[src/lc3b_pkg.sv]
package lc3b_pkg;

	typedef logic [15:0] lc3b_word;	// Data and address word
	typedef logic [2:0] lc3b_reg;	// Register id
	typedef logic [2:0] lc3b_cc;	// Condition code as n, z, p
	typedef logic [15:0] lc3b_ctrl;	// Control word carried down the pipe

	typedef enum logic [3:0] {
		op_br = 4'b0000,
		op_add = 4'b0001,
		op_ldb = 4'b0010,
		op_stb = 4'b0011,
		op_jsr = 4'b0100,	// JSR and JSRR, split by IR[11]
		op_and = 4'b0101,
		op_ldr = 4'b0110,
		op_str = 4'b0111,
		op_rti = 4'b1000,
		op_not = 4'b1001,
		op_ldi = 4'b1010,
		op_sti = 4'b1011,
		op_jmp = 4'b1100,
		op_shf = 4'b1101,
		op_lea = 4'b1110,
		op_trap = 4'b1111
	} lc3b_opcode;

	localparam int ctrl_ld_reg = 0;	// Writes a register in WB
	localparam int ctrl_ld_cc = 1;	// Writes the condition codes in WB
	localparam int ctrl_sr2_needed = 2;
	localparam int ctrl_sr1_needed = 3;
	localparam int ctrl_alu_op = 4;	// Low bit of a 2-bit field
	localparam int ctrl_use_imm5 = 6;
	localparam int ctrl_addr_sel = 7;	// PC-relative address when set
	localparam int ctrl_mem_read = 8;
	localparam int ctrl_mem_write = 9;
	localparam int ctrl_byte_op = 10;
	localparam int ctrl_br_op = 11;
	localparam int ctrl_jmp_op = 12;
	localparam int ctrl_jsr_op = 13;
	localparam int ctrl_wb_sel = 14;	// Low bit of a 2-bit field

	localparam logic [1:0] alu_add = 2'b00;
	localparam logic [1:0] alu_and = 2'b01;
	localparam logic [1:0] alu_not = 2'b10;
	localparam logic [1:0] alu_shift = 2'b11;	// Result comes from the shifter

	localparam logic [1:0] wb_alu = 2'b00;
	localparam logic [1:0] wb_addr = 2'b01;	// LEA
	localparam logic [1:0] wb_load = 2'b10;
	localparam logic [1:0] wb_pc = 2'b11;	// Return address for JSR

endpackage

[src/lc3b_control_rom.sv]
`timescale 1ns/1ps
module lc3b_control_rom (
	input lc3b_pkg::lc3b_word ir,
	output lc3b_pkg::lc3b_ctrl ctrl_word
);

	lc3b_pkg::lc3b_opcode opcode;

	assign opcode = lc3b_pkg::lc3b_opcode'(ir[15:12]);

	always_comb begin
		ctrl_word = '0;	// Unused opcodes load nothing
		case (opcode)
			lc3b_pkg::op_add, lc3b_pkg::op_and: begin
				ctrl_word[lc3b_pkg::ctrl_ld_reg] = 1'b1;
				ctrl_word[lc3b_pkg::ctrl_ld_cc] = 1'b1;
				ctrl_word[lc3b_pkg::ctrl_sr1_needed] = 1'b1;
				ctrl_word[lc3b_pkg::ctrl_sr2_needed] = ~ir[5];	// Register form only
				ctrl_word[lc3b_pkg::ctrl_use_imm5] = ir[5];
				if (opcode == lc3b_pkg::op_and)
					ctrl_word[lc3b_pkg::ctrl_alu_op +: 2] = lc3b_pkg::alu_and;
				else
					ctrl_word[lc3b_pkg::ctrl_alu_op +: 2] = lc3b_pkg::alu_add;
			end
			lc3b_pkg::op_not, lc3b_pkg::op_shf: begin
				ctrl_word[lc3b_pkg::ctrl_ld_reg] = 1'b1;
				ctrl_word[lc3b_pkg::ctrl_ld_cc] = 1'b1;
				ctrl_word[lc3b_pkg::ctrl_sr1_needed] = 1'b1;
				if (opcode == lc3b_pkg::op_not)
					ctrl_word[lc3b_pkg::ctrl_alu_op +: 2] = lc3b_pkg::alu_not;
				else
					ctrl_word[lc3b_pkg::ctrl_alu_op +: 2] = lc3b_pkg::alu_shift;
			end
			lc3b_pkg::op_ldr, lc3b_pkg::op_ldb: begin
				ctrl_word[lc3b_pkg::ctrl_ld_reg] = 1'b1;
				ctrl_word[lc3b_pkg::ctrl_ld_cc] = 1'b1;
				ctrl_word[lc3b_pkg::ctrl_sr1_needed] = 1'b1;	// Base register
				ctrl_word[lc3b_pkg::ctrl_mem_read] = 1'b1;
				ctrl_word[lc3b_pkg::ctrl_byte_op] = (opcode == lc3b_pkg::op_ldb);
				ctrl_word[lc3b_pkg::ctrl_wb_sel +: 2] = lc3b_pkg::wb_load;
			end
			lc3b_pkg::op_str, lc3b_pkg::op_stb: begin
				ctrl_word[lc3b_pkg::ctrl_sr1_needed] = 1'b1;
				ctrl_word[lc3b_pkg::ctrl_sr2_needed] = 1'b1;	// Store data on port b
				ctrl_word[lc3b_pkg::ctrl_mem_write] = 1'b1;
				ctrl_word[lc3b_pkg::ctrl_byte_op] = (opcode == lc3b_pkg::op_stb);
			end
			lc3b_pkg::op_lea: begin
				ctrl_word[lc3b_pkg::ctrl_ld_reg] = 1'b1;	// LC-3b LEA leaves cc alone
				ctrl_word[lc3b_pkg::ctrl_addr_sel] = 1'b1;
				ctrl_word[lc3b_pkg::ctrl_wb_sel +: 2] = lc3b_pkg::wb_addr;
			end
			lc3b_pkg::op_br: begin
				ctrl_word[lc3b_pkg::ctrl_br_op] = 1'b1;
				ctrl_word[lc3b_pkg::ctrl_addr_sel] = 1'b1;
			end
			lc3b_pkg::op_jmp: begin
				ctrl_word[lc3b_pkg::ctrl_jmp_op] = 1'b1;
				ctrl_word[lc3b_pkg::ctrl_sr1_needed] = 1'b1;
			end
			lc3b_pkg::op_jsr: begin
				ctrl_word[lc3b_pkg::ctrl_jsr_op] = 1'b1;
				ctrl_word[lc3b_pkg::ctrl_ld_reg] = 1'b1;	// R7 gets PC+2
				ctrl_word[lc3b_pkg::ctrl_addr_sel] = ir[11];	// JSR is PC-relative
				ctrl_word[lc3b_pkg::ctrl_sr1_needed] = ~ir[11];	// JSRR reads BaseR
				ctrl_word[lc3b_pkg::ctrl_wb_sel +: 2] = lc3b_pkg::wb_pc;
			end
			default: ctrl_word = '0;
		endcase
	end

endmodule

[src/lc3b_cpu.sv]
`timescale 1ns/1ps
module lc3b_cpu #(
	parameter lc3b_pkg::lc3b_word reset_pc = 16'h0000	// Boot address
) (
	input logic clk,
	input logic rst_n,
	input lc3b_pkg::lc3b_word imem_rdata,
	input logic imem_resp,
	input lc3b_pkg::lc3b_word dmem_rdata,
	input logic dmem_resp,
	output logic imem_read,
	output lc3b_pkg::lc3b_word imem_address,
	output logic dmem_read,
	output logic dmem_write,
	output lc3b_pkg::lc3b_word dmem_address,
	output lc3b_pkg::lc3b_word dmem_wdata,
	output logic [1:0] dmem_byte_enable
);

	lc3b_pkg::lc3b_word if_id_ir;	// Decode-stage instruction
	lc3b_pkg::lc3b_ctrl ctrl_word;

	lc3b_control_rom control_rom0 (
		.ir(if_id_ir),
		.ctrl_word
	);

	lc3b_datapath #(.reset_pc(reset_pc)) datapath0 (
		.clk, .rst_n,
		.imem_rdata, .imem_resp, .dmem_rdata, .dmem_resp,
		.imem_read, .imem_address,
		.dmem_read, .dmem_write, .dmem_address, .dmem_wdata, .dmem_byte_enable,
		.if_id_ir, .ctrl_word
	);

endmodule

[src/lc3b_datapath.sv]
`timescale 1ns/1ps
module lc3b_datapath #(
	parameter lc3b_pkg::lc3b_word reset_pc = 16'h0000
) (
	input logic clk,
	input logic rst_n,
	input lc3b_pkg::lc3b_word imem_rdata,
	input logic imem_resp,
	input lc3b_pkg::lc3b_word dmem_rdata,
	input logic dmem_resp,
	output logic imem_read,
	output lc3b_pkg::lc3b_word imem_address,
	output logic dmem_read,
	output logic dmem_write,
	output lc3b_pkg::lc3b_word dmem_address,
	output lc3b_pkg::lc3b_word dmem_wdata,
	output logic [1:0] dmem_byte_enable,
	output lc3b_pkg::lc3b_word if_id_ir,
	input lc3b_pkg::lc3b_ctrl ctrl_word
);

	lc3b_pkg::lc3b_word pc, pc_plus2;
	logic fetch_en;	// Set one cycle after reset ends
	logic fetch_ok;
	logic branch_pending;

	lc3b_pkg::lc3b_word if_id_pc;
	logic if_id_valid;

	lc3b_pkg::lc3b_opcode id_opcode;
	lc3b_pkg::lc3b_reg id_src_b, id_dr;
	lc3b_pkg::lc3b_word id_sr1, id_sr2;
	logic dep_stall;

	lc3b_pkg::lc3b_word id_ex_ir, id_ex_pc, id_ex_sr1, id_ex_sr2;
	lc3b_pkg::lc3b_reg id_ex_dr;
	lc3b_pkg::lc3b_ctrl id_ex_ctrl;
	logic id_ex_valid;
	lc3b_pkg::lc3b_word ex_result, ex_address;

	lc3b_pkg::lc3b_word ex_mem_ir, ex_mem_pc, ex_mem_result, ex_mem_address, ex_mem_sdata;
	lc3b_pkg::lc3b_reg ex_mem_dr;
	lc3b_pkg::lc3b_ctrl ex_mem_ctrl;
	logic ex_mem_valid;
	lc3b_pkg::lc3b_word mem_load_data, mem_target;
	logic mem_stall, mem_redirect;

	lc3b_pkg::lc3b_word mem_wb_pc, mem_wb_result, mem_wb_address, mem_wb_data;
	lc3b_pkg::lc3b_reg mem_wb_dr;
	lc3b_pkg::lc3b_ctrl mem_wb_ctrl;
	logic mem_wb_valid;
	lc3b_pkg::lc3b_word wb_data;
	lc3b_pkg::lc3b_cc cc, wb_cc;
	logic wb_ld_reg, wb_ld_cc;

	function automatic logic is_flow(input lc3b_pkg::lc3b_ctrl c);
		return c[lc3b_pkg::ctrl_br_op] | c[lc3b_pkg::ctrl_jmp_op] | c[lc3b_pkg::ctrl_jsr_op];
	endfunction

	// No fetch from the moment a control op is decoded until it leaves MEM
	assign branch_pending = (if_id_valid & is_flow(ctrl_word))
		| (id_ex_valid & is_flow(id_ex_ctrl)) | (ex_mem_valid & is_flow(ex_mem_ctrl));

	assign pc_plus2 = pc + 16'd2;
	assign imem_read = fetch_en & ~branch_pending;
	assign imem_address = pc;
	assign fetch_ok = imem_read & imem_resp & ~mem_stall & ~dep_stall;	// Refetch if ID is held

	assign id_opcode = lc3b_pkg::lc3b_opcode'(if_id_ir[15:12]);
	assign id_src_b = (id_opcode == lc3b_pkg::op_str || id_opcode == lc3b_pkg::op_stb)
		? if_id_ir[11:9] : if_id_ir[2:0];	// Stores read SR from IR[11:9]
	assign id_dr = (id_opcode == lc3b_pkg::op_jsr) ? 3'b111 : if_id_ir[11:9];

	assign wb_ld_reg = mem_wb_valid & mem_wb_ctrl[lc3b_pkg::ctrl_ld_reg];
	assign wb_ld_cc = mem_wb_valid & mem_wb_ctrl[lc3b_pkg::ctrl_ld_cc];

	lc3b_regfile regfile0 (
		.clk, .rst_n, .load(wb_ld_reg), .dest(mem_wb_dr), .in(wb_data),
		.src_a(if_id_ir[8:6]), .src_b(id_src_b), .reg_a(id_sr1), .reg_b(id_sr2)
	);

	lc3b_dependency_logic dependency_logic0 (
		.sr1(if_id_ir[8:6]), .sr2(id_src_b),
		.sr1_needed(if_id_valid & ctrl_word[lc3b_pkg::ctrl_sr1_needed]),
		.sr2_needed(if_id_valid & ctrl_word[lc3b_pkg::ctrl_sr2_needed]),
		.br_op(if_id_valid & ctrl_word[lc3b_pkg::ctrl_br_op]),
		.ex_dr(id_ex_dr), .mem_dr(ex_mem_dr), .wb_dr(mem_wb_dr),
		.ex_ld_reg(id_ex_valid & id_ex_ctrl[lc3b_pkg::ctrl_ld_reg]),
		.mem_ld_reg(ex_mem_valid & ex_mem_ctrl[lc3b_pkg::ctrl_ld_reg]),
		.wb_ld_reg(wb_ld_reg),
		.ex_ld_cc(id_ex_valid & id_ex_ctrl[lc3b_pkg::ctrl_ld_cc]),
		.mem_ld_cc(ex_mem_valid & ex_mem_ctrl[lc3b_pkg::ctrl_ld_cc]),
		.wb_ld_cc(wb_ld_cc), .dep_stall
	);

	lc3b_execute execute0 (
		.ir(id_ex_ir), .pc(id_ex_pc), .sr1(id_ex_sr1), .sr2(id_ex_sr2), .ctrl(id_ex_ctrl),
		.result(ex_result), .address(ex_address)
	);

	assign dmem_address = ex_mem_address;

	lc3b_mem_stage mem_stage0 (
		.ctrl(ex_mem_ctrl), .valid(ex_mem_valid), .address(ex_mem_address),
		.store_data(ex_mem_sdata), .ir_nzp(ex_mem_ir[11:9]), .cc, .dmem_rdata, .dmem_resp,
		.dmem_read, .dmem_write, .dmem_wdata, .dmem_byte_enable,
		.load_data(mem_load_data), .mem_stall, .redirect(mem_redirect), .target(mem_target)
	);

	always_comb begin
		case (mem_wb_ctrl[lc3b_pkg::ctrl_wb_sel +: 2])
			lc3b_pkg::wb_alu: wb_data = mem_wb_result;
			lc3b_pkg::wb_addr: wb_data = mem_wb_address;
			lc3b_pkg::wb_load: wb_data = mem_wb_data;
			default: wb_data = mem_wb_pc;	// JSR link
		endcase
	end

	assign wb_cc = {wb_data[15], wb_data == 16'h0000, ~wb_data[15] & (wb_data != 16'h0000)};

	always_ff @(posedge clk) begin
		if (!rst_n) begin
			fetch_en <= 1'b0;
			pc <= reset_pc;
			if_id_valid <= 1'b0;
			id_ex_valid <= 1'b0;
			ex_mem_valid <= 1'b0;
			mem_wb_valid <= 1'b0;
			cc <= 3'b010;	// Z
		end else begin
			fetch_en <= 1'b1;
			if (mem_redirect)
				pc <= mem_target;	// Taken when the control op leaves MEM
			else if (fetch_ok)
				pc <= pc_plus2;
			if (!(mem_stall | dep_stall))
				if_id_valid <= fetch_ok;	// Bubble into decode on a missed fetch
			if (!mem_stall) begin
				id_ex_valid <= if_id_valid & ~dep_stall;	// Bubble into EX on dep stall
				ex_mem_valid <= id_ex_valid;
				mem_wb_valid <= ex_mem_valid;
			end
			if (wb_ld_cc)
				cc <= wb_cc;
		end
	end

	always_ff @(posedge clk) begin
		if (fetch_ok) begin
			if_id_ir <= imem_rdata;
			if_id_pc <= pc_plus2;
		end
		if (!mem_stall) begin
			id_ex_ir <= if_id_ir;
			id_ex_pc <= if_id_pc;
			id_ex_sr1 <= id_sr1;
			id_ex_sr2 <= id_sr2;
			id_ex_dr <= id_dr;
			id_ex_ctrl <= ctrl_word;
			ex_mem_ir <= id_ex_ir;
			ex_mem_pc <= id_ex_pc;
			ex_mem_result <= ex_result;
			ex_mem_address <= ex_address;
			ex_mem_sdata <= id_ex_sr2;	// Store data rides with the address
			ex_mem_dr <= id_ex_dr;
			ex_mem_ctrl <= id_ex_ctrl;
			mem_wb_pc <= ex_mem_pc;
			mem_wb_result <= ex_mem_result;
			mem_wb_address <= ex_mem_address;
			mem_wb_data <= mem_load_data;
			mem_wb_dr <= ex_mem_dr;
			mem_wb_ctrl <= ex_mem_ctrl;
		end
	end

endmodule

[src/lc3b_dependency_logic.sv]
`timescale 1ns/1ps
module lc3b_dependency_logic (
	input lc3b_pkg::lc3b_reg sr1,
	input lc3b_pkg::lc3b_reg sr2,
	input logic sr1_needed,
	input logic sr2_needed,
	input logic br_op,
	input lc3b_pkg::lc3b_reg ex_dr,
	input lc3b_pkg::lc3b_reg mem_dr,
	input lc3b_pkg::lc3b_reg wb_dr,
	input logic ex_ld_reg,
	input logic mem_ld_reg,
	input logic wb_ld_reg,
	input logic ex_ld_cc,
	input logic mem_ld_cc,
	input logic wb_ld_cc,
	output logic dep_stall
);

	logic sr1_hit, sr2_hit, cc_hit;

	// Writer flags arrive already qualified by each stage's valid bit
	// A register writer in WB reaches decode through the register file write-through
	assign sr1_hit = sr1_needed & ((ex_ld_reg & (ex_dr == sr1))
		| (mem_ld_reg & (mem_dr == sr1)));

	assign sr2_hit = sr2_needed & ((ex_ld_reg & (ex_dr == sr2))
		| (mem_ld_reg & (mem_dr == sr2)));

	assign cc_hit = br_op & (ex_ld_cc | mem_ld_cc | wb_ld_cc);	// Any pending cc writer

	assign dep_stall = sr1_hit | sr2_hit | cc_hit;

endmodule

[src/lc3b_execute.sv]
`timescale 1ns/1ps
module lc3b_execute (
	input lc3b_pkg::lc3b_word ir,
	input lc3b_pkg::lc3b_word pc,	// Already PC+2
	input lc3b_pkg::lc3b_word sr1,
	input lc3b_pkg::lc3b_word sr2,
	input lc3b_pkg::lc3b_ctrl ctrl,
	output lc3b_pkg::lc3b_word result,
	output lc3b_pkg::lc3b_word address
);

	lc3b_pkg::lc3b_word sext5, sext6, sext9, sext11;
	lc3b_pkg::lc3b_word alu_b, alu_out, shf_out;
	lc3b_pkg::lc3b_word addr_base, addr_off;
	logic [1:0] alu_op;

	assign sext5 = {{11{ir[4]}}, ir[4:0]};
	assign sext6 = {{10{ir[5]}}, ir[5:0]};
	assign sext9 = {{7{ir[8]}}, ir[8:0]};
	assign sext11 = {{5{ir[10]}}, ir[10:0]};

	assign alu_op = ctrl[lc3b_pkg::ctrl_alu_op +: 2];
	assign alu_b = ctrl[lc3b_pkg::ctrl_use_imm5] ? sext5 : sr2;

	always_comb begin
		case (alu_op)
			lc3b_pkg::alu_add: alu_out = sr1 + alu_b;
			lc3b_pkg::alu_and: alu_out = sr1 & alu_b;
			default: alu_out = ~sr1;	// NOT
		endcase
	end

	always_comb begin
		if (!ir[4])
			shf_out = sr1 << ir[3:0];	// LSHF
		else if (!ir[5])
			shf_out = sr1 >> ir[3:0];	// RSHFL
		else
			shf_out = lc3b_pkg::lc3b_word'($signed(sr1) >>> ir[3:0]);	// RSHFA
	end

	always_comb begin
		if (ctrl[lc3b_pkg::ctrl_addr_sel]) begin
			addr_base = pc;
			addr_off = ctrl[lc3b_pkg::ctrl_jsr_op] ? sext11 << 1 : sext9 << 1;
		end else begin
			addr_base = sr1;
			if (ctrl[lc3b_pkg::ctrl_jmp_op] | ctrl[lc3b_pkg::ctrl_jsr_op])
				addr_off = '0;	// JMP and JSRR jump to BaseR
			else if (ctrl[lc3b_pkg::ctrl_byte_op])
				addr_off = sext6;	// Byte offset
			else
				addr_off = sext6 << 1;	// Word offset
		end
	end

	assign address = addr_base + addr_off;
	assign result = (alu_op == lc3b_pkg::alu_shift) ? shf_out : alu_out;

endmodule

[src/lc3b_mem_stage.sv]
`timescale 1ns/1ps
module lc3b_mem_stage (
	input lc3b_pkg::lc3b_ctrl ctrl,
	input logic valid,
	input lc3b_pkg::lc3b_word address,
	input lc3b_pkg::lc3b_word store_data,
	input lc3b_pkg::lc3b_cc ir_nzp,
	input lc3b_pkg::lc3b_cc cc,
	input lc3b_pkg::lc3b_word dmem_rdata,
	input logic dmem_resp,
	output logic dmem_read,
	output logic dmem_write,
	output lc3b_pkg::lc3b_word dmem_wdata,
	output logic [1:0] dmem_byte_enable,
	output lc3b_pkg::lc3b_word load_data,
	output logic mem_stall,
	output logic redirect,
	output lc3b_pkg::lc3b_word target
);

	logic byte_op;
	logic access;
	logic br_taken;
	logic [7:0] rd_byte;

	assign byte_op = ctrl[lc3b_pkg::ctrl_byte_op];

	assign dmem_read = valid & ctrl[lc3b_pkg::ctrl_mem_read];
	assign dmem_write = valid & ctrl[lc3b_pkg::ctrl_mem_write];
	assign access = dmem_read | dmem_write;

	// Byte stores put the low byte on both lanes
	assign dmem_wdata = byte_op ? {store_data[7:0], store_data[7:0]} : store_data;

	always_comb begin
		if (!access)
			dmem_byte_enable = 2'b00;
		else if (!byte_op)
			dmem_byte_enable = 2'b11;	// Whole word
		else if (address[0])
			dmem_byte_enable = 2'b10;	// High lane on odd address
		else
			dmem_byte_enable = 2'b01;
	end

	assign rd_byte = address[0] ? dmem_rdata[15:8] : dmem_rdata[7:0];
	assign load_data = byte_op ? {8'h00, rd_byte} : dmem_rdata;	// LDB zero-extends

	// Whole pipe holds until the data port answers
	assign mem_stall = access & ~dmem_resp;

	assign br_taken = ctrl[lc3b_pkg::ctrl_br_op] & (|(ir_nzp & cc));
	assign redirect = valid & (br_taken | ctrl[lc3b_pkg::ctrl_jmp_op]
		| ctrl[lc3b_pkg::ctrl_jsr_op]);
	assign target = address;	// Computed in EX

endmodule

[src/lc3b_regfile.sv]
`timescale 1ns/1ps
module lc3b_regfile (
	input logic clk,
	input logic rst_n,
	input logic load,
	input lc3b_pkg::lc3b_reg dest,
	input lc3b_pkg::lc3b_word in,
	input lc3b_pkg::lc3b_reg src_a,
	input lc3b_pkg::lc3b_reg src_b,
	output lc3b_pkg::lc3b_word reg_a,
	output lc3b_pkg::lc3b_word reg_b
);

	lc3b_pkg::lc3b_word regs [8];	// R0 to R7

	always_ff @(posedge clk) begin
		if (!rst_n) begin
			for (int i = 0; i < 8; i++)
				regs[i] <= '0;
		end else if (load) begin
			regs[dest] <= in;
		end
	end

	// Same-cycle write shows up on the read ports
	assign reg_a = (load && dest == src_a) ? in : regs[src_a];
	assign reg_b = (load && dest == src_b) ? in : regs[src_b];

endmodule
[config.mk]
export PLATFORM = sky130hd
export DESIGN_NAME = lc3b_cpu
export DESIGN_NICKNAME = d
export VERILOG_FILES = /design/src/lc3b_pkg.sv /design/src/lc3b_control_rom.sv /design/src/lc3b_cpu.sv /design/src/lc3b_datapath.sv /design/src/lc3b_dependency_logic.sv /design/src/lc3b_execute.sv /design/src/lc3b_mem_stage.sv /design/src/lc3b_regfile.sv
export SDC_FILE = /design/constraint.sdc
export NUM_CORES = 1
export LEC_CHECK = 0
export BUFFER_PORTS_ARGS = -buffer_cell sky130_fd_sc_hd__buf_2
export CAP_MARGIN = 20
export CORE_MARGIN = 3
export CORE_UTILIZATION = 45
export DETAILED_ROUTE_END_ITERATION = 7
export HOLD_SLACK_MARGIN = 0.02
export PLACE_DENSITY = 0.62
export REMOVE_ABC_BUFFERS = 1
export SLEW_MARGIN = 25
export SYNTH_ARGS = -nofsm -noshare
export SYNTH_HDL_FRONTEND = slang
export SYNTH_HIERARCHICAL = 1
export SYNTH_SLANG_ARGS = --single-unit
[constraint.sdc]
create_clock -name clk -period 16 [get_ports clk]
set_input_delay 3.2 -clock clk [delete_from_list [all_inputs] [get_ports clk]]
set_output_delay 3.2 -clock clk [all_outputs]
set_load 0.01 [all_outputs]
==> results.txt <==
status: finished clean
Final Cycle Share: 0.3466
core area: 47950 um^2
Worst EP required: 12.80 ns
clock-pin transition on the worst setup and hold timing paths: 0.06 ns
WS Path Type: reg -> out
first-pass GRT wire length: 83.17 mm
DP HPWL: 37.59 mm
number of global-route vias before repair: 13220
CTS sink cnt: 412
Pins Over Slew Limit: 0
GRT busiest layer: met2
first-pass iteration count of the detailed router: 5
Final Critical Period: 5.546 ns
WL final: 55.88 mm
IO Pins: 89
NumNets Final: 1658
met1 GRT Util: 0.3085
Critical Path AT: 2.35 ns
GRT overflow: 0
max-cap violations: 0
skew final: 0.02086 ns
Avg WL per Cell: 24.95 um
worst-path maximum fanout: 14
Synth Cell Area: 21910 um^2
GR Util met2: 0.3403
initial antenna violation count: 1
DRC errors left: 0
Final Hold Violating Endpoints: 0
Initial Util: 0.4571
IO buf count: 88
Worst Tran Pin Value: 1.066 ns
Worst Hold Class: reg -> reg
largest net degree at the start of global routing: 146
die area: 51380 um^2
Total GRT Usage: 0.2177
slew margin rel.: 0.2896
Largest delay share family, worst path: flip-flops
Post-Place Worst Slack: 10.27 ns
Die W: 226.7 um
Cells after Synth: 1538
CTS tree: built
row count: 80
P&R area growth vs syn: 10.57%
M3 GR Usage: 0.04272
number of setup buffers added after CTS: 0
Critical Path Slowest Stage Cell: edfxtp_1
worst skew pair latency: 0.58 ns
total CTS buffers: 45
Syn Area/Cell: 14.25 um^2
Most Frequent Cell on Critical Path: nor2_1
leakage dissipation: 0.009351 uW
type of origin of the critical path: register
max incr delay on CP: 0.64 ns
setup TNS: 0 ns
ANT nets after route: 0
share of cells above drive strength 1: 0.2295
unrepaired setup endpoints after global routing: no
Bufs and invs on worst path: 1
initial DRC count: 1130
Pwr Density: 116.6 nW/um^2
Worst VDD drop: 0.07230 mV
CTS Root Cell: clkbuf_16
Diodes inserted: 0
setup slack after layout: 10.45 ns
CTS max path bufs: 3
Resized cells post-CTS: 0
gp weighted congestion: 0.8726
CP cell instances: nor2_1 > nand2_1 > nor2_1 > o31ai_1 > and4_1 > buf_2
YS warnings: 6
vias per inst: 6.056
Critical Path End Type: output port
Die Ht: 226.7 um
FMAX: 180.3 MHz
Hold WS: 0.4121 ns
final setup fails: 0
H-tree levels: 2
Hold Buf Count CTS: 0
vias: 13570
==> per-layer routing <==
| metal | vias to the layer above | part of all wire |
|---|---|---|
| li1 | 6126 | - |
| met1 | 6877 | 0.44 |
| met2 | 453 | 0.47 |
| met3 | 107 | 0.063 |
| met4 | 2 | 0.031 |
| met5 | - | 0.00023 |
==> area by class of cell <==
| class | count | area [um^2] |
|---|---|---|
| Clock buffer | 56 | 1187 |
| Clock inverter | 28 | 345.3 |
| Fill cell | 4030 | 23710 |
| Inverter | 40 | 157.7 |
| Multi-Input combinational cell | 971 | 8956 |
| Sequential cell | 412 | 12130 |
| Tap cell | 615 | 769.5 |
| Timing Repair Buffer | 118 | 684.4 |
==> report_power, final <==
part	switching, uW	leakage [uW]	internal (uW)
Clock	424	0.000753	644
Sequential	85.3	0.00432	1290
Combinational	222	0.00428	163
Total	731	0.00935	2090
==> sequential cells by signal, summed over array words and instances, names as in the netlist, 3 cells and up <==
| signal | count |
|---|---|
| datapath0/mem_wb_dr | 3 |
| datapath0/id_ex_sr2 | 16 |
| datapath0/imem_address | 16 |
| datapath0/regfile0/regs | 128 |
| datapath0/mem_wb_result | 16 |
| datapath0/if_id_pc | 16 |
| datapath0/ex_mem_ctrl | 10 |
| datapath0/ex_mem_dr | 3 |
| datapath0/id_ex_ir | 12 |
| datapath0/id_ex_ctrl | 14 |
| datapath0/id_ex_sr1 | 16 |
| datapath0/mem_wb_data | 16 |
| datapath0/mem_wb_ctrl | 4 |
| datapath0/mem_wb_pc | 16 |
| datapath0/id_ex_pc | 16 |
| datapath0/dmem_address | 16 |
| datapath0/id_ex_dr | 3 |
| datapath0/ex_mem_sdata | 16 |
| datapath0/ex_mem_pc | 16 |
| datapath0/cc | 3 |
| datapath0/ex_mem_ir | 3 |
| datapath0/ex_mem_result | 16 |
| datapath0/if_id_ir | 16 |
| datapath0/mem_wb_address | 16 |
==> through the flow <==
step	utilization	instances	total power [uW]	instance area, um^2
6_report	0.5054	2240	2825	24230
5_1_grt	0.5054	2240	2931	24230
4_1_cts	0.5048	2238	2850	24200
3_5_place_dp	0.4728	2154	1774	22670
3_3_place_gp	0.4726	2153	1770	22660
2_1_floorplan	-	1423	1594	21240
==> final timing paths <==
path	from	slack [ns]	cells after the start	endpoint
setup / recovery	datapath0/if_id_ir[12]	10.45	6	imem_read
hold / removal	datapath0/if_id_pc[5]	0.41	0	datapath0/id_ex_pc[5]
setup reg to reg	datapath0/if_id_ir[12]	11.45	9	datapath0/if_id_pc[10]
hold reg to reg	datapath0/if_id_pc[5]	0.41	0	datapath0/id_ex_pc[5]
==> cell usage in the layout (no fill, tap or decap), drive strengths merged, types with 13 or more instances in the layout <==
| cell | n |
|---|---|
| nor3 | 13 |
| nand2 | 47 |
| nand3 | 25 |
| and2 | 145 |
| xor2 | 18 |
| a21oi | 53 |
| dfxtp | 24 |
| buf | 118 |
| nand2b | 13 |
| o21ai | 71 |
| o31ai | 14 |
| nor2 | 58 |
| mux2 | 110 |
| ha | 32 |
| inv | 40 |
| mux2i | 32 |
| o211ai | 13 |
| a31oi | 20 |
| edfxtp | 388 |
| mux4 | 106 |
| xnor2 | 35 |
| clkinv | 20 |
| clkbuf | 56 |
| nor2b | 15 |
Power figures use the tool's default switching activity.
